<file path="src/cgra_data_pkg.sv">
// ======================================================================
// Datapath types shared by the PEs, the ALU and the array top level.
// DATA_W is fixed here, so a wider datapath means editing this package.
// Ready is not part of strm_t and travels against the data.
// ======================================================================

package cgra_data_pkg;

    // Datapath width of every link and register
    localparam int DATA_W = 32;

    typedef logic [DATA_W-1:0] data_t;

    // One forward link of the mesh
    typedef struct packed {
        logic  valid;
        data_t data;
    } strm_t;

endpackage

</file>
<file path="src/cgra_cfg_pkg.sv">
// ======================================================================
// Configuration types: opcodes, operand selects, the per-PE config word
// and the 32-bit bitstream word. The PE index is row * COLS + column.
// ======================================================================

package cgra_cfg_pkg;

    localparam int IMM_W    = 16;
    localparam int PE_IDX_W = 8;

    typedef logic [IMM_W-1:0]    imm_t;
    typedef logic [PE_IDX_W-1:0] pe_idx_t;

    // MUL keeps the low half, SHL uses b[4:0], PASS returns a
    typedef enum logic [2:0] {
        OP_ADD  = 3'd0,
        OP_SUB  = 3'd1,
        OP_MUL  = 3'd2,
        OP_AND  = 3'd3,
        OP_OR   = 3'd4,
        OP_XOR  = 3'd5,
        OP_SHL  = 3'd6,
        OP_PASS = 3'd7
    } op_e;

    typedef enum logic {
        ASEL_NORTH = 1'b0,
        ASEL_WEST  = 1'b1
    } asel_e;

    typedef enum logic [1:0] {
        BSEL_NORTH = 2'd0,
        BSEL_WEST  = 2'd1,
        BSEL_IMM   = 2'd2
    } bsel_e;

    typedef enum logic {
        DIR_SOUTH = 1'b0,
        DIR_EAST  = 1'b1
    } dir_e;

    // 23 bits
    typedef struct packed {
        op_e   op;
        asel_e a_sel;
        bsel_e b_sel;
        dir_e  out_dir;
        imm_t  imm;
    } pe_cfg_t;

    // 32 bits, write flag in the MSB
    typedef struct packed {
        logic    write;
        pe_idx_t pe_idx;
        pe_cfg_t cfg;
    } bitstream_t;

endpackage

</file>
<file path="src/cgra_pe_alu.sv">
// ======================================================================
// Combinational operation unit of one PE. All arithmetic wraps at
// 32 bits. The immediate is already extended to data_t by the caller.
// ======================================================================
`timescale 1ns/1ps

module cgra_pe_alu (
    input  cgra_cfg_pkg::op_e    op_i,
    input  cgra_data_pkg::data_t a_i,
    input  cgra_data_pkg::data_t b_i,
    output cgra_data_pkg::data_t result_o
);

    import cgra_cfg_pkg::*;

    always_comb begin
        case (op_i)
            OP_ADD: begin
                result_o = a_i + b_i;
            end
            OP_SUB: begin
                result_o = a_i - b_i;
            end
            // Low half of the product
            OP_MUL: begin
                result_o = a_i * b_i;
            end
            OP_AND: begin
                result_o = a_i & b_i;
            end
            OP_OR: begin
                result_o = a_i | b_i;
            end
            OP_XOR: begin
                result_o = a_i ^ b_i;
            end
            OP_SHL: begin
                result_o = a_i << b_i[4:0];
            end
            default: begin
                result_o = a_i;
            end
        endcase
    end

endmodule

</file>
<file path="src/cgra_pe.sv">
// ======================================================================
// Processing element with one output register. Only the inputs named
// by the operand selects are joined and made ready. Output shows on
// the configured side only, and nothing moves while run_i is low.
// ======================================================================
`timescale 1ns/1ps

module cgra_pe (
    input  logic                    clk,
    input  logic                    rst_n_bs,
    input  logic                    catch_i,
    input  cgra_cfg_pkg::pe_cfg_t   cfg_i,
    input  logic                    run_i,
    input  cgra_data_pkg::strm_t    north_i,
    output logic                    north_ready_o,
    input  cgra_data_pkg::strm_t    west_i,
    output logic                    west_ready_o,
    output cgra_data_pkg::strm_t    south_o,
    input  logic                    south_ready_i,
    output cgra_data_pkg::strm_t    east_o,
    input  logic                    east_ready_i
);

    import cgra_data_pkg::*;
    import cgra_cfg_pkg::*;

    pe_cfg_t cfg_q;
    logic    need_n;
    logic    need_w;
    logic    in_ok;
    logic    out_ready;
    logic    out_pres;
    logic    drain;
    logic    load;
    data_t   op_a;
    data_t   op_b;
    data_t   alu_result;
    logic    out_valid_q;
    data_t   out_data_q;

    always_ff @(posedge clk or negedge rst_n_bs) begin
        if (!rst_n_bs) begin
            cfg_q <= '0;
        end else if (catch_i) begin
            cfg_q <= cfg_i;
        end
    end

    // One input may feed both operands
    assign need_n = (cfg_q.a_sel == ASEL_NORTH) || (cfg_q.b_sel == BSEL_NORTH);
    assign need_w = (cfg_q.a_sel == ASEL_WEST) || (cfg_q.b_sel == BSEL_WEST);
    assign in_ok  = (!need_n || north_i.valid) && (!need_w || west_i.valid);

    assign out_ready = (cfg_q.out_dir == DIR_SOUTH) ? south_ready_i : east_ready_i;
    assign out_pres  = out_valid_q && run_i;
    assign drain     = out_pres && out_ready;
    assign load      = run_i && in_ok && (!out_valid_q || drain);

    assign north_ready_o = load && need_n;
    assign west_ready_o  = load && need_w;

    assign op_a = (cfg_q.a_sel == ASEL_NORTH) ? north_i.data : west_i.data;

    always_comb begin
        case (cfg_q.b_sel)
            BSEL_NORTH: op_b = north_i.data;
            BSEL_WEST:  op_b = west_i.data;
            // Sign-extended immediate
            default:    op_b = {{(DATA_W-IMM_W){cfg_q.imm[IMM_W-1]}}, cfg_q.imm};
        endcase
    end

    cgra_pe_alu alu_inst (
        .op_i     (cfg_q.op),
        .a_i      (op_a),
        .b_i      (op_b),
        .result_o (alu_result)
    );

    always_ff @(posedge clk or negedge rst_n_bs) begin
        if (!rst_n_bs) begin
            out_valid_q <= 1'b0;
        end else if (load) begin
            out_valid_q <= 1'b1;
        end else if (drain) begin
            out_valid_q <= 1'b0;
        end
    end

    always_ff @(posedge clk) begin
        if (load) begin
            out_data_q <= alu_result;
        end
    end

    assign south_o.valid = out_pres && (cfg_q.out_dir == DIR_SOUTH);
    assign south_o.data  = out_data_q;
    assign east_o.valid  = out_pres && (cfg_q.out_dir == DIR_EAST);
    assign east_o.data   = out_data_q;

    // A stalled item stays put until the consumer takes it
    a_out_stable: assert property (
        @(posedge clk) disable iff (!rst_n_bs)
        (out_pres && !out_ready) |=> (out_valid_q && $stable(out_data_q))
    );

endmodule

</file>
<file path="config.mk">
export PLATFORM = sky130hd
export DESIGN_NAME = cgra_pe
export DESIGN_NICKNAME = d
export VERILOG_FILES = /design/src/cgra_data_pkg.sv /design/src/cgra_cfg_pkg.sv /design/src/cgra_pe_alu.sv /design/src/cgra_pe.sv
export SDC_FILE = /design/constraint.sdc
export NUM_CORES = 2
export LEC_CHECK = 0
export BUFFER_PORTS_ARGS = -buffer_cell sky130_fd_sc_hd__buf_2
export CORE_MARGIN = 5
export CORE_UTILIZATION = 60
export CTS_BUF_LIST = sky130_fd_sc_hd__clkbuf_4
export DETAILED_ROUTE_END_ITERATION = 12
export PLACE_DENSITY = 0.79
export SYNTH_ARGS = -nofsm -noshare
export SYNTH_HDL_FRONTEND = slang
export SYNTH_SLANG_ARGS = --single-unit
export TNS_END_PERCENT = 30
</file>
<file path="constraint.sdc">
create_clock -name clk -period 10.26 [get_ports clk]
set_input_delay 0.513 -clock clk [delete_from_list [all_inputs] [get_ports clk]]
set_output_delay 0.513 -clock clk [all_outputs]
set_load 0.005 [all_outputs]
</file>
==> impl_metrics.tcl <==
set metrics [dict create \
    die_y_um 212 \
    fill_cells 3457 \
    numCtsBuffers 5 \
    ys_async_sr_fraction 0.429 \
    fin_nets 3712 \
    arrival_ns 9.77 \
    port_buffers 162 \
    drtPass1Iterations 6 \
    crit_fanout 25 \
    grt_overflow_total 0 \
    antenna_found_initial 7 \
    post-route-min-period_ns 9.49 \
    slew_violations 0 \
    finalHoldViolCount 0 \
    drive_gt1_frac 0.133 \
    grt_max_degree 57 \
    clock.fmax_mhz 105 \
    hold_path_class "primary input to flip-flop" \
    synth_fp_nets 3650 \
    maxCapViolCount 0 \
    totalWireLength_um 99300 \
    drt_iter0_markers 2574 \
    met2_usage 0.658 \
    design.core.area_mm2 0.0400 \
    syn_area_mm2 0.0244 \
    hpwl_um 78700 \
    synth_seq_cells 56 \
    postSynthAreaPerCell_um2 8.34 \
    pre_cts_slack_ns 0.976 \
    rrSetupSlack_ns 0.77 \
    yosysSeqAreaShare 0.0640 \
    holdCritStartpoint "cfg_i[13]" \
    status "complete, no violations" \
    synth_top_flop_cell "edfxtp_1" \
    area_delta_synth_final_pct 5.25 \
    h-tree-depth 2 \
    use_met1 0.536 \
    drtAntennaViolNets 0 \
    wire_per_inst_um 28.2 \
    cp-start-kind "flip-flop" \
    cts.clk_slew.worst_paths_ns 0.22 \
    grt_pass1_vias 23600 \
    ys_types 85 \
    drc 0 \
    worst_slack_ns 0.774 \
    num_rows 73 \
    hold_end "cfg_q[13]$_DFFE_PN0P_" \
    routabilityCongestion 1.09 \
    grt_pass1_wl_um 148000 \
    end_kind "flip-flop" \
    r2r_start "cfg_q[19]$_DFFE_PN0P_" \
    yosys_warnings 0 \
    timing.rr.end "out_data_q[27]$_DFFE_PP_" \
    die_area_mm2 0.0448 \
    start_util 0.610 \
    ioPinCount 163 \
    synth_edf_count 32 \
    finClkSkew_ns 0.0228 \
    critPathRequiredTime_ns 10.55 \
    rsz0062_at_grt "no" \
    cts_tree "built" \
    min_path_cells 2 \
    clock_sinks 56 \
    critical_path_class "flip-flop to flip-flop" \
    track_usage 0.447 \
    finalCritPeriodShare 0.925 \
    setup_tns_ns 0 \
    clock_latency_ns 0.49 \
    cts-root-buf "clkbuf_4" \
    max_slew.worst_pin.slew_ns 1.16 \
    final-setup-viol-count 0 \
    ff2ff_path_depth 25 \
    clk_path_buf_depth 2 \
    vias_per_cell 6.40 \
    grt_use_met3 0.154 \
    vias 22500 \
    post_cts_buffers 0 \
    slew_headroom 0.224 \
    grt.busiest_layer "met2" \
    syn_inst 2926 \
    fp.dieW_um 212 \
]
[synthesized netlist by cell type, types with 25 or more instances]
cell      instances  share of area
nor2_1          448          0.069
inv_1           429          0.066
fa_1            409           0.34
nand2_1         336          0.052
ha_1            220           0.11
o21ai_0         106          0.022
xnor2_1         102          0.037
clkbuf_1        101          0.016
a21oi_1          86          0.018
mux2_2           76          0.035
mux2i_1          74          0.030
buf_4            37          0.011
edfxtp_1         32          0.039
buf_1            31         0.0048
xor2_1           26         0.0093
nor3_1           25         0.0051
[cells in the final DEF, fill, tap and decap left out, types with 6 or more instances in the layout]
master,netlist,layout
inv_1,429,429
nand2b_1,16,16
a31oi_1,16,16
nor2_1,448,448
nand2_2,6,6
nor2_2,7,7
nand2_1,336,336
o21ai_0,106,106
dfrtp_1,24,23
o211ai_1,12,12
nor3_1,25,25
a21oi_1,86,85
a211oi_1,14,14
and2_1,6,6
buf_2,15,162
a32oi_1,7,7
ha_1,220,220
or3_1,6,6
nor2b_1,9,9
o21a_1,11,11
clkbuf_4,0,6
fa_1,409,409
o31ai_1,8,8
a22oi_1,15,15
clkinv_1,9,9
a221oi_1,19,19
xor2_1,26,26
xnor2_1,102,102
inv_2,17,17
a21o_1,24,24
mux2_2,76,76
o22ai_1,7,7
edfxtp_1,32,32
o221ai_1,7,7
buf_4,37,81
nand4_1,7,7
and3_1,8,8
nand3_1,19,19
mux2i_1,74,74
[how the worst max path moves through the flow]
stage                                      from                  endpoint  depth (start not counted)
after floorplan           cfg_q[17]$_DFFE_PN0P_  out_data_q[27]$_DFFE_PP_                         34
after global placement    cfg_q[17]$_DFFE_PN0P_  out_data_q[27]$_DFFE_PP_                         30
after detailed placement  cfg_q[17]$_DFFE_PN0P_  out_data_q[30]$_DFFE_PP_                         29
after CTS                 cfg_q[17]$_DFFE_PN0P_  out_data_q[30]$_DFFE_PP_                         29
after global routing      cfg_q[17]$_DFFE_PN0P_  out_data_q[30]$_DFFE_PP_                         28
final                     cfg_q[19]$_DFFE_PN0P_  out_data_q[27]$_DFFE_PP_                         25
[worst max-delay path, cell delays in order, from the launching register on]
cell and delay (ns):
dfrtp_1 1.11, buf_4 0.36, mux2_2 0.20, clkinv_1 0.89
nor2_1 0.46, fa_1 0.50, fa_1 0.40, fa_1 0.37
inv_1 0.08, fa_1 0.43, inv_1 0.09, fa_1 0.42
ha_1 0.31, fa_1 0.51, fa_1 0.42, ha_1 0.36
a21oi_1 0.28, o21ai_0 0.12, a21o_1 0.18, a21oi_1 0.14
o31a_1 0.23, o21ai_0 0.29, a31oi_1 0.30, xor2_1 0.40
nor2_1 0.08, o32a_1 0.33
[per-layer routing]
layer	up-vias	routed length, µm
met5	-	120
met4	12	10300
met3	495	13000
met2	1612	41800
met1	11000	34100
li1	9386	-
[through the flow]
step                      cell area [µm²]  hold slack [ns]  utilization  instances
final                               25700            0.227        0.642       3519
after detailed placement            25600            0.496        0.640       3505
after global placement              25600            0.494        0.640       3505
after CTS                           25700            0.225        0.642       3514
after floorplan                     24400            0.217            -       2926
after global routing                25700            0.205        0.642       3515
[logic make-up (layout without fill, tap and decap cells)]
family / Yosys count / in the layout / synth area share
AOI/OAI and AO/OA: 389 / 389 / 0.106
buffers and inverters: 646 / 709 / 0.108
other: 0 / 5 / 0
muxes: 158 / 158 / 0.0698
adders and majority gates: 629 / 629 / 0.448
xor gates and xnor gates: 133 / 133 / 0.0501
DFF: 56 / 56 / 0.0640
and+or+nand+nor: 915 / 915 / 0.154
[registers in the layout (all words and copies together) (netlist names)]
name and flops:
out_data_q 32, cfg_q 23, out_valid_q 1
[layout make-up]
cell class,count,area [µm²],share of cell area
Multi-Input combinational cell,2224,20200,0.788
Inverter,457,1720,0.0670
Sequential cell,56,1560,0.0609
Timing Repair Buffer,244,1430,0.0556
Tap cell,525,657,0.0256
Clock buffer,6,45.0,0.00175
Clock inverter,2,17.5,0.000682
Antenna cell,5,12.5,0.000487
[timing repair]
action / 4_1_cts / 5_1_grt
endpoints found under the hold margin: 8 / 0
resized for setup: 0 / 0
hold buffers: 1 / 0
Power is left out: the tool's default activity adds up to more than one toggle a clock period on the data nets, which glitch-free logic cannot reach.
