File: config.mk
export PLATFORM = sky130hd
export DESIGN_NAME = cgra_cfg_decoder
export DESIGN_NICKNAME = d
export VERILOG_FILES = /design/src/cgra_cfg_pkg.sv /design/src/cgra_cfg_decoder.sv
export SDC_FILE = /design/constraint.sdc
export NUM_CORES = 1
export LEC_CHECK = 0
export BUFFER_PORTS_ARGS = -buffer_cell sky130_fd_sc_hd__buf_2
export CAP_MARGIN = 20
export CORE_MARGIN = 4
export CORE_UTILIZATION = 42
export CTS_BUF_LIST = sky130_fd_sc_hd__clkbuf_16
export DETAILED_ROUTE_END_ITERATION = 12
export PLACE_DENSITY = 0.84
export SETUP_SLACK_MARGIN = 0.5
export SLEW_MARGIN = 20
export SYNTH_ARGS = -nofsm -noshare
export SYNTH_HDL_FRONTEND = slang
export SYNTH_SLANG_ARGS = --single-unit
File: constraint.sdc
create_clock -name clk -period 2.53 [get_ports clk]
set_clock_uncertainty 0.05 [all_clocks]
set_input_delay 0.506 -clock clk [delete_from_list [all_inputs] [get_ports clk]]
set_output_delay 0.506 -clock clk [all_outputs]
set_load 0.05 [all_outputs]
File: src/cgra_cfg_pkg.sv
// ======================================================================
// Configuration types: opcodes, operand selects, the per-PE config word
// and the 32-bit bitstream word. The PE index is row * COLS + column.
// ======================================================================

package cgra_cfg_pkg;

    localparam int IMM_W    = 16;
    localparam int PE_IDX_W = 8;

    typedef logic [IMM_W-1:0]    imm_t;
    typedef logic [PE_IDX_W-1:0] pe_idx_t;

    // MUL keeps the low half, SHL uses b[4:0], PASS returns a
    typedef enum logic [2:0] {
        OP_ADD  = 3'd0,
        OP_SUB  = 3'd1,
        OP_MUL  = 3'd2,
        OP_AND  = 3'd3,
        OP_OR   = 3'd4,
        OP_XOR  = 3'd5,
        OP_SHL  = 3'd6,
        OP_PASS = 3'd7
    } op_e;

    typedef enum logic {
        ASEL_NORTH = 1'b0,
        ASEL_WEST  = 1'b1
    } asel_e;

    typedef enum logic [1:0] {
        BSEL_NORTH = 2'd0,
        BSEL_WEST  = 2'd1,
        BSEL_IMM   = 2'd2
    } bsel_e;

    typedef enum logic {
        DIR_SOUTH = 1'b0,
        DIR_EAST  = 1'b1
    } dir_e;

    // 23 bits
    typedef struct packed {
        op_e   op;
        asel_e a_sel;
        bsel_e b_sel;
        dir_e  out_dir;
        imm_t  imm;
    } pe_cfg_t;

    // 32 bits, write flag in the MSB
    typedef struct packed {
        logic    write;
        pe_idx_t pe_idx;
        pe_cfg_t cfg;
    } bitstream_t;

endpackage

File: src/cgra_cfg_decoder.sv
// ======================================================================
// Bitstream decoder. Capture strobes are combinational from the word.
// Configured flags are sticky until reset, so run enables follow one
// cycle after the first write to a PE. ROWS * COLS must fit in pe_idx_t.
// ======================================================================
`timescale 1ns/1ps

module cgra_cfg_decoder #(
    parameter int ROWS = 4,
    parameter int COLS = 4
) (
    input  logic                       clk,
    input  logic                       rst_n_bs,
    input  cgra_cfg_pkg::bitstream_t   bitstream_i,
    input  logic                       bitstream_enable_i,
    input  logic                       execute_i,
    output logic [ROWS*COLS-1:0]       catch_o,
    output cgra_cfg_pkg::pe_cfg_t      cfg_o,
    output logic [ROWS*COLS-1:0]       run_o
);

    import cgra_cfg_pkg::*;

    localparam int N_PE = ROWS * COLS;

    logic            wr_valid;
    logic [N_PE-1:0] configured_q;

    assign wr_valid = bitstream_enable_i && bitstream_i.write;

    // Index compare against every PE
    always_comb begin
        for (int i = 0; i < N_PE; i++) begin
            catch_o[i] = wr_valid && (bitstream_i.pe_idx == pe_idx_t'(i));
        end
    end

    // Payload is broadcast, only the strobed PE takes it
    assign cfg_o = bitstream_i.cfg;

    always_ff @(posedge clk or negedge rst_n_bs) begin
        if (!rst_n_bs) begin
            configured_q <= '0;
        end else begin
            configured_q <= configured_q | catch_o;
        end
    end

    assign run_o = configured_q & {N_PE{execute_i}};

    // Writes beyond the grid would be dropped silently
    a_idx_in_range: assert property (
        @(posedge clk) disable iff (!rst_n_bs)
        wr_valid |-> (int'(bitstream_i.pe_idx) < N_PE)
    );

    // Last-column PEs have no consumer to the east
    a_no_east_edge: assert property (
        @(posedge clk) disable iff (!rst_n_bs)
        (wr_valid && ((int'(bitstream_i.pe_idx) % COLS) == COLS - 1))
            |-> (bitstream_i.cfg.out_dir != DIR_EAST)
    );

endmodule

==> results of run 1 <==
==> layer usage <==
| metal | up-vias | GRT usage | share of wire |
|---|---|---|---|
| li1 | 437 | - | - |
| met1 | 432 | 0.1984 | 0.38 |
| met2 | 41 | 0.2748 | 0.51 |
| met3 | 23 | 0.02553 | 0.070 |
| met4 | 0 | 0.1022 | 0.041 |
| met5 | - | 0 | 0 |
==> through the flow <==
step                      std cells  power (mW)  setup WS (ns)  utilization  hold slack (ns)
after floorplan                 121      0.4575         0.1977            -           0.1604
after global placement          171      0.3938         0.1079       0.5443           0.3740
after detailed placement        171      0.3973        0.07454       0.5443           0.3809
after CTS                       177      0.7065         0.2760       0.6248           0.1219
after global routing            178      0.7252         0.2691       0.6384           0.1388
final                           178      0.7060         0.3041       0.6384           0.1111
==> cells in the mapped netlist (all sizes together) <==
| cell | instances | area, um^2 |
|---|---|---|
| buf | 27 | 217.7 |
| and2 | 16 | 100.1 |
| dfrtp | 16 | 400.4 |
| inv | 16 | 60.06 |
| nor3 | 16 | 110.1 |
| o31ai | 16 | 190.2 |
| clkbuf | 5 | 18.77 |
| nand2b | 2 | 12.51 |
| nand4b | 2 | 17.52 |
| nand2 | 1 | 3.750 |
| nand4 | 1 | 6.260 |
| nand4bb | 1 | 11.26 |
| or2 | 1 | 6.260 |
| or4 | 1 | 11.26 |
==> worst min-delay path by stage <==
stage	startpoint	endpoint	slack, ns
6_report	rst_n_bs	configured_q[0]$_DFF_PN0_	0.11
5_1_grt	rst_n_bs	configured_q[0]$_DFF_PN0_	0.14
4_1_cts	rst_n_bs	configured_q[6]$_DFF_PN0_	0.12
3_5_place_dp	rst_n_bs	configured_q[11]$_DFF_PN0_	0.38
3_3_place_gp	rst_n_bs	configured_q[14]$_DFF_PN0_	0.37
2_1_floorplan	rst_n_bs	configured_q[0]$_DFF_PN0_	0.16
==> layout make-up <==
type / count / area (um^2) / area share
multi-input cells: 57 / 619.3 / 0.3779
repair buffers: 55 / 442.9 / 0.2702
flip-flops and latches: 16 / 400.4 / 0.2443
clock buffers: 3 / 75.07 / 0.04580
inverters: 16 / 60.06 / 0.03664
well taps: 30 / 37.54 / 0.02290
clock inverters: 1 / 3.754 / 0.002290
==> cell families (layout without fill, tap and decap cells) <==
logic type | Yosys count | count (layout)
buffers and inverters | 48 | 75
and+or+nand+nor | 41 | 41
AOI/OAI and AO/OA | 16 | 16
DFF | 16 | 16
==> timing repair <==
action                     4_1_cts  5_1_grt
gates resized for setup         32        2
pin swaps                        1        4
setup endpoints to repair       16       16
buffers inserted                 2        0
cloned                           0        1
==> where the power goes <==
group	switching [mW]	internal, mW
logic	0.105	0.0366
clock network	0.0980	0.210
registers	0	0.257
==> impl_results.md, run 1 <==
- Crit-path slowest cell: or4_4
- Final HPWL DP: between 2000 and 2500 um
- Setup-violating endpoint count in the final report: 0
- H-tree level count: 1
- Multiplexer share of the synthesized area: 0
- Clock latency on the worst-skew pair: around 0.25 ns
- Total CTS buffers: 3
- Largest Register: configured_q
- Highest-count cells in the layout ignoring fill and taps: buf_2, buf_6
- Commonest non-fill, non-tap cell in the layout: buf_2
- Syn nets: approximately 160
- Diode count: 0
- Largest family of logic cells by synthesized area: buffers and inverters
- Chip width: slightly above 60 um
- I/O pin total: 91
- Peak supply drop: roughly 0.00031 V
- Kind of cell adding the most delay to the critical path: simple AND/OR/NAND/NOR gates
- CP max stage delay: approximately 0.57 ns
- Initial antenna violation count: 0
- Fin area: 0.001639 mm^2
- Setup crit end kind: output port
- Final Hold Viols: 0
- Vias/cell: between 5 and 6
- Hold Crit Class: in2async
- Synth Area in Simple Gates: 0.2393
- Initial Util: 0.4542
- Clock sink count: 16
- DR iter-0 viols: 23
- GPL Wtd Cong: about 0.74
- Critical Path AT: 1.67 ns
- Netlist Area Pre-Place: 0.001166 mm^2
- Seq/Total Area, Yosys: 0.3433
- Worst setup path endpoint: catch_o[6]
- Vias in the first global route: 977
- Power per Cell Area: 430.7 mW/mm^2
- Area growth syn-to-layout: 40.56%
- Mapped Cells: about 120
- Worst EP required: slightly below 2 ns
- Drt first pass iters: 4
- RSZ-0062 raised after global routing: true
- Post-synthesis compound-gate area fraction: 0.1631
- Total track usage: 0.1648
- CP dominant cell by count: buf_6
- Die Y: approximately 61 um
- R2R Path Start: configured_q[8]$_DFF_PN0_
- Final wirelength: approximately 2900 um
- Residual DRC: 0
- FF-to-FF setup slack: 1.84 ns
- Avg WL per Cell: 16.22 um
- Biggest regs: configured_q (16)
- Cts hold-fix bufs: 0
- Leakage: roughly 0.87 nW
- Area of placed instances: around 0.0014 mm^2
- Critical path class: in2out
- Max Cap Violations: 0
- Largest net degree at the start of global routing: 17
- Worst-margin pin slew: 0.7163 ns
- Max Clk Rate: 449.2 MHz
- GRT overflow: 0
- CTS max path bufs: 2
- Synth unique cells: 17
- Startpoint Class: input port
- FILL cells: 205
- CTS clk-pin slew, worst paths: approximately 0.05 ns
- Register bit total from synthesis: 16
- Xor-xnor portion of the synthesized cell area: 0
- Crit path depth: 5
- Maximum fanout along the worst path: 6
- Adder-Cell Fraction of Synth Area: 0
- First-pass GRT wire length: about 4500 um
- Final setup TNS: 0 ns
- Root Buffer: clkbuf_16
- R2R depth: 2
- Critical R2R Capture: configured_q[8]$_DFF_PN0_
- Final Cycle Share: 0.8798
- Fraction of layout cells with a size suffix above 1: 0.6081
- Core Region: 0.002567 mm^2
- Synth warn: 0
- CP cell instances: buf_6, or4_4, buf_12, nor3_4, buf_6
- Status: complete, no violations
- Die area: ~0.0037 mm^2
- Routed vias: ~930
- Avg Inst Size Synth: a little under 10 um^2
- FP Rows: 18
- Largest register FFs: 16
- Nets: 185
- Input/output buffers: 44
- Antenna Nets Post-Route: 0
- CTS tree: done
- Fin crit period: 2.226 ns
- Crit path from: bitstream_i[28]
- Final Max Tran Viols: 0
- Relative slew margins: 0.5225
- WP buf/inv: 3
(Power assumes the default switching activity.)
==> inputs of run 2 (changes only) <==
Settings changed: REMOVE_ABC_BUFFERS set to 1.
==> impl_results.md, run 2 (synthesis gave the netlist of run 1 again) <==
- Cell Int Power: 503.3 uW (+0.12%)
- Area taken by multi-input logic gates: 651.9 um^2 (+5.3%)
- Avg WL per Cell: 22.80 um (+41%)
- CTS clk-pin slew, worst paths: 0.05 ns (about the same)
- Final wirelength: 4126 um (+43%)
- Comb power frac: 0.212 (+0.011)
- Clock latency on the worst-skew pair: 0.25 ns (about the same)
- Antenna Nets Post-Route: 0 (unchanged)
- Residual DRC: 0 (unchanged)
- Chip width: 60.69 um (unchanged)
- Power per Cell Area: 430.1 mW/mm^2 (-0.15%)
- Hold Crit Class: in2async
- Die area: 0.003683 mm^2 (unchanged)
- Biggest regs: configured_q (16)
- FF-to-FF setup slack: 1.80 ns (-0.04 ns)
- Critical Path AT: 1.66 ns (about the same)
- Final HPWL DP: 2293 um (+9.4%)
- First-pass GRT wire length: 6437 um (+44%)
- Largest Register: configured_q
- Fin crit period: 2.219 ns (-0.006869 ns)
- Peak supply drop: 0.0003855 V (+23%)
- Drt first pass iters: 4 (unchanged)
- Flop pwr share: 0.358 (-0.005)
- Cts hold-fix bufs: 0 (unchanged)
- GPL Wtd Cong: 0.7837 (+5.8%)
- H-tree level count: 1 (unchanged)
- Startpoint Class: input port
- Input/output buffers: 44 (unchanged)
- Vias/cell: 5.917 (+13%)
- Util after Layout: 0.6486 (+0.01023)
- RSZ-0062 raised after global routing: true
- GRT overflow: 0 (unchanged)
- CTS max path bufs: 2 (unchanged)
- NetSw: 212.9 uW (+4.7%)
- I/O pin total: 91 (unchanged)
- CTS tree: done
- Maximum fanout along the worst path: 7 (+1)
- Total track usage: 0.2511 (+0.08635)
- Status: complete, no violations
- Die Y: 60.69 um (unchanged)
- FILL cells: 168 (-18%)
- Worst EP required: 1.97 ns (about the same)
- R2R Path Start: configured_q[0]$_DFF_PN0_
- DP Worst Slack: 0.06480 ns (-0.009739 ns)
- Final Cycle Share: 0.8771 (-0.002715)
- Max Cap Violations: 0 (unchanged)
- Initial antenna violation count: 0 (unchanged)
- FP Rows: 18 (unchanged)
- Setup crit end kind: output port
- Largest net degree at the start of global routing: 17 (unchanged)
- Tot Pwr: 716.2 uW (+1.4%)
- Area of placed instances: 0.001232 mm^2 (-12%)
- Final Hold Viols: 0 (unchanged)
- Critical R2R Capture: configured_q[0]$_DFF_PN0_
- Nets: 189 (+2.2%)
- Setup-violating endpoint count in the final report: 0 (unchanged)
- Sw Share: 0.2972 (+0.009303)
- Clock sink count: 16 (unchanged)
- Routed vias: 1071 (+15%)
- Leakage: 0.8614 nW (-0.95%)
- Setup WS post-layout: 0.3109 ns (+0.006869 ns)
- Vias in the first global route: 1146 (+17%)
- Final Max Tran Viols: 0 (unchanged)
- Max Clk Rate: 450.6 MHz (+0.31%)
- Diode count: 0 (unchanged)
- Commonest non-fill, non-tap cell in the layout: buf_2
- Area growth syn-to-layout: 42.81%
- Worst-margin pin slew: 0.6601 ns (-0.05625 ns)
- Clk pwr share: 0.430 (-0.006)
- R2R depth: 2 (unchanged)
- Relative slew margins: 0.5600 (+0.03750)
- Root Buffer: clkbuf_16
- DR iter-0 viols: 31 (+35%)
- Fraction of layout cells with a size suffix above 1: 0.6291 (+0.02103)
- Highest-count cells in the layout ignoring fill and taps: buf_2, buf_6, inv_1, and2_1, dfrtp_1
- Total CTS buffers: 3 (unchanged)
- Critical path class: in2out
- Initial Util: 0.4542 (unchanged)
- Core Region: 0.002567 mm^2 (unchanged)
- Fin area: 0.001665 mm^2 (+1.6%)
- Largest register FFs: 16 (unchanged)
- Register Area: 400.4 um^2 (unchanged)
==> run 2: cell types whose count changed in the layout (fill, tap and decap cells not counted), sizes merged <==
cell,before,now
buf,54,57
or4,1,3
clkbuf,4,3
clkinv,1,0
==> run 2: final cells by class <==
cell class / instances / share of cell area
clock buffer: 3 / 0.04508
multi-input combinational: 59 / 0.3914
inverter: 16 / 0.03606
sequential: 16 / 0.2404
tap: 30 / 0.02254
timing repair buffer: 57 / 0.2645
==> run 2: how the worst max path moves through the flow <==
stage	end	start	depth (start not counted)
after detailed placement	catch_o[7]	bitstream_i[28]	4
final	catch_o[14]	bitstream_i[29]	4
after floorplan	catch_o[0]	bitstream_i[28]	2
after global placement	catch_o[1]	bitstream_i[28]	4
after CTS	catch_o[2]	bitstream_i[28]	4
after global routing	catch_o[6]	bitstream_i[29]	4
==> run 2: metal layers <==
metal  track usage  share of wire  vias up  routed length, um
met5       0.01429              0        -                  0
met1        0.3152           0.39      513               1610
li1              -              -      454                  -
met3        0.1702           0.15       13                636
met2        0.3435           0.43       91               1776
met4       0.08359          0.025        0                103
==> run 2: critical path, cell delays in order <==
cell    delay [ns]
buf_8         0.10
or4_4         0.66
nor3_4        0.20
buf_6         0.19
==> run 2: power by group through the flow <==
stage	sequential, mW	clock (mW)	combinational [mW]
floorplan	0.261	0	0.0788
global placement	0.261	0	0.119
detailed placement	0.261	0	0.121
CTS	0.256	0.302	0.147
global route	0.256	0.324	0.159
finish	0.256	0.308	0.152
==> run 2: what timing repair did <==
item,CTS,global route
setup buffers,7,0
pin swaps,20,1
gates resized for setup,66,2
setup endpoints to repair,16,16
gates cloned,2,0
==> run 2: per-stage QoR <==
step / TNS, ns / hold WS, ns / std cells
finish: 0 / 0.1196 / 181
global route: 0 / 0.1425 / 181
CTS: 0 / 0.1368 / 181
detailed placement: 0 / 0.3925 / 169
global placement: 0 / 0.3781 / 169
floorplan: -4.144 / 0.1604 / 89
==> inputs of run 3 (changes only) <==
Settings changed: CORE_ASPECT_RATIO set to 1.5, SETUP_SLACK_MARGIN 0.5 to 0.02, SKIP_CTS_REPAIR_TIMING set to 1.
==> impl_results.md, run 3 (synthesis gave the netlist of run 1 again) <==
- Input/output buffers: 44 (unchanged)
- Status: complete, no violations
- Relative slew margins: 0.6681 (+0.1081)
- Core Region: 0.002676 mm^2 (+4.2%)
- Hold Crit Class: in2async
- Power per Cell Area: 528.3 mW/mm^2 (+23%)
- Clock sink count: 16 (unchanged)
- Max Clk Rate: 409.6 MHz (-9.1%)
- Final Cycle Share: 0.9651 (+0.08796)
- Final wirelength: 3107 um (-25%)
- CTS clk-pin slew, worst paths: 0.05 ns (about the same)
- Flop pwr share: 0.373 (+0.015)
- Highest-count cells in the layout ignoring fill and taps: buf_2, inv_1, and2_1, dfrtp_1, o31ai_2
- CTS tree: done
- Drt first pass iters: 4 (unchanged)
- Diode count: 0 (unchanged)
- Setup-violating endpoint count in the final report: 0 (unchanged)
- Area growth syn-to-layout: 11.59%
- Max Cap Violations: 0 (unchanged)
- Final HPWL DP: 2311 um (+0.79%)
- Initial Util: 0.4357 (-0.01847)
- FP Rows: 23 (+5)
- NetSw: 195.8 uW (-8.0%)
- Commonest non-fill, non-tap cell in the layout: buf_2
- Startpoint Class: input port
- Worst-margin pin slew: 0.4950 ns (-0.1650 ns)
- Sw Share: 0.2849 (-0.01237)
- Chip width: 51.03 um (-16%)
- I/O pin total: 91 (unchanged)
- Antenna Nets Post-Route: 0 (unchanged)
- Nets: 177 (-6.3%)
- Leakage: 0.6255 nW (-27%)
- Peak supply drop: 0.0002461 V (-36%)
- Vias/cell: 5.176 (-13%)
- Final Max Tran Viols: 0 (unchanged)
- Final Hold Viols: 0 (unchanged)
- Final setup TNS: 0 ns (unchanged)
- Root Buffer: clkbuf_16
- DR iter-0 viols: 19 (-39%)
- Maximum fanout along the worst path: 25 (+18)
- Worst EP required: 1.97 ns (about the same)
- RSZ-0062 raised after global routing: true
- Total CTS buffers: 3 (unchanged)
- H-tree level count: 1 (unchanged)
- Largest register FFs: 16 (unchanged)
- Setup crit end kind: output port
- Die area: 0.003701 mm^2 (+0.48%)
- CTS max path bufs: 2 (unchanged)
- Total track usage: 0.1783 (-0.07276)
- FILL cells: 262 (+56%)
- Largest net degree at the start of global routing: 26 (+9)
- Dpl cells: 173 (+2.4%)
- Finished Layout Cells: 176 (-2.8%)
- Avg WL per Cell: 17.65 um (-23%)
- Largest Register: configured_q
- Comb power frac: 0.172 (-0.040)
- Biggest regs: configured_q (16)
- GRT overflow: 0 (unchanged)
- Die Y: 72.54 um (+20%)
- First-pass GRT wire length: 4857 um (-25%)
- GPL Wtd Cong: 0.7696 (-1.8%)
- Fin crit period: 2.442 ns (+0.2225 ns)
- Routed vias: 911 (-15%)
- Residual DRC: 0 (unchanged)
- Cell Int Power: 491.6 uW (-2.3%)
- Clk pwr share: 0.455 (+0.025)
- Vias in the first global route: 980 (-14%)
- Clock latency on the worst-skew pair: 0.25 ns (about the same)
- Fraction of layout cells with a size suffix above 1: 0.5252 (-0.1040)
- Critical path class: in2out
- Initial antenna violation count: 0 (unchanged)
- Critical Path AT: 1.89 ns (+0.23 ns)
-- run 3: cell types whose count changed in the layout (fill, tap and decap cells not counted) --
cell / previous run / this run
buf_2: 25 / 43
buf_6: 18 / 0
nor3_4: 15 / 0
buf_4: 13 / 3
nor3_1: 0 / 9
nor3_2: 1 / 7
or4_4: 3 / 1
buf_8: 1 / 0
clkbuf_4: 0 / 1
nand4bb_1: 0 / 1
nand4bb_4: 1 / 0
-- run 3: worst paths after layout --
check / end / slack [ns] / cells after the start / start
worst max-delay path: catch_o[6] / 0.09 / 4 / bitstream_i[28]
worst min-delay path: configured_q[15]$_DFF_PN0_ / 0.12 / 1 / rst_n_bs
worst max register to register: configured_q[15]$_DFF_PN0_ / 1.82 / 2 / configured_q[15]$_DFF_PN0_
worst min register to register: configured_q[1]$_DFF_PN0_ / 0.40 / 2 / configured_q[1]$_DFF_PN0_
max in group asynchronous: configured_q[7]$_DFF_PN0_ / 2.04 / 1 / rst_n_bs
min in group clk: configured_q[1]$_DFF_PN0_ / 0.40 / 2 / configured_q[1]$_DFF_PN0_
-- run 3: final cells by class --
type	count	area, um^2	share of cell area
Inverter	16	60.06	0.04615
Sequential cell	16	400.4	0.3077
Clock buffer	3	75.07	0.05769
Multi-Input combinational cell	57	474.2	0.3644
Timing Repair Buffer	47	245.2	0.1885
Tap cell	37	46.29	0.03558
-- run 3: through the flow --
step	hold slack [ns]	cell area, um^2	setup slack [ns]	power, mW	util
finish	0.1167	1301	0.08838	0.6874	0.4862
global route	0.1511	1301	0.01919	0.7061	0.4862
CTS	0.1245	1294	0.06303	0.6844	0.4834
detailed placement	0.3840	1219	0.06566	0.3787	0.4554
global placement	0.3713	1219	0.1036	0.3762	0.4554
floorplan	0.1604	929.6	-0.4170	0.3394	-
-- run 3: worst max-delay path, stage by stage --
cell    delay [ns]
buf_2         0.10
or4_4         0.72
nor3_1        0.26
buf_2         0.30
-- run 3: power groups by stage --
stage	sequential, mW	combinational [mW]	clock (mW)
6_report	0.256	0.118	0.313
4_1_cts	0.256	0.118	0.310
3_3_place_gp	0.261	0.116	0
3_5_place_dp	0.261	0.118	0
2_1_floorplan	0.261	0.0788	0
5_1_grt	0.256	0.125	0.325
-- run 3: metal layers --
| layer | global-route usage | part of all wire | up-vias |
|---|---|---|---|
| met2 | 0.2296 | 0.42 | 63 |
| met1 | 0.2387 | 0.43 | 427 |
| li1 | - | - | 413 |
| met5 | 0.03030 | 0 | - |
| met4 | 0.08383 | 0.026 | 0 |
| met3 | 0.09446 | 0.13 | 8 |
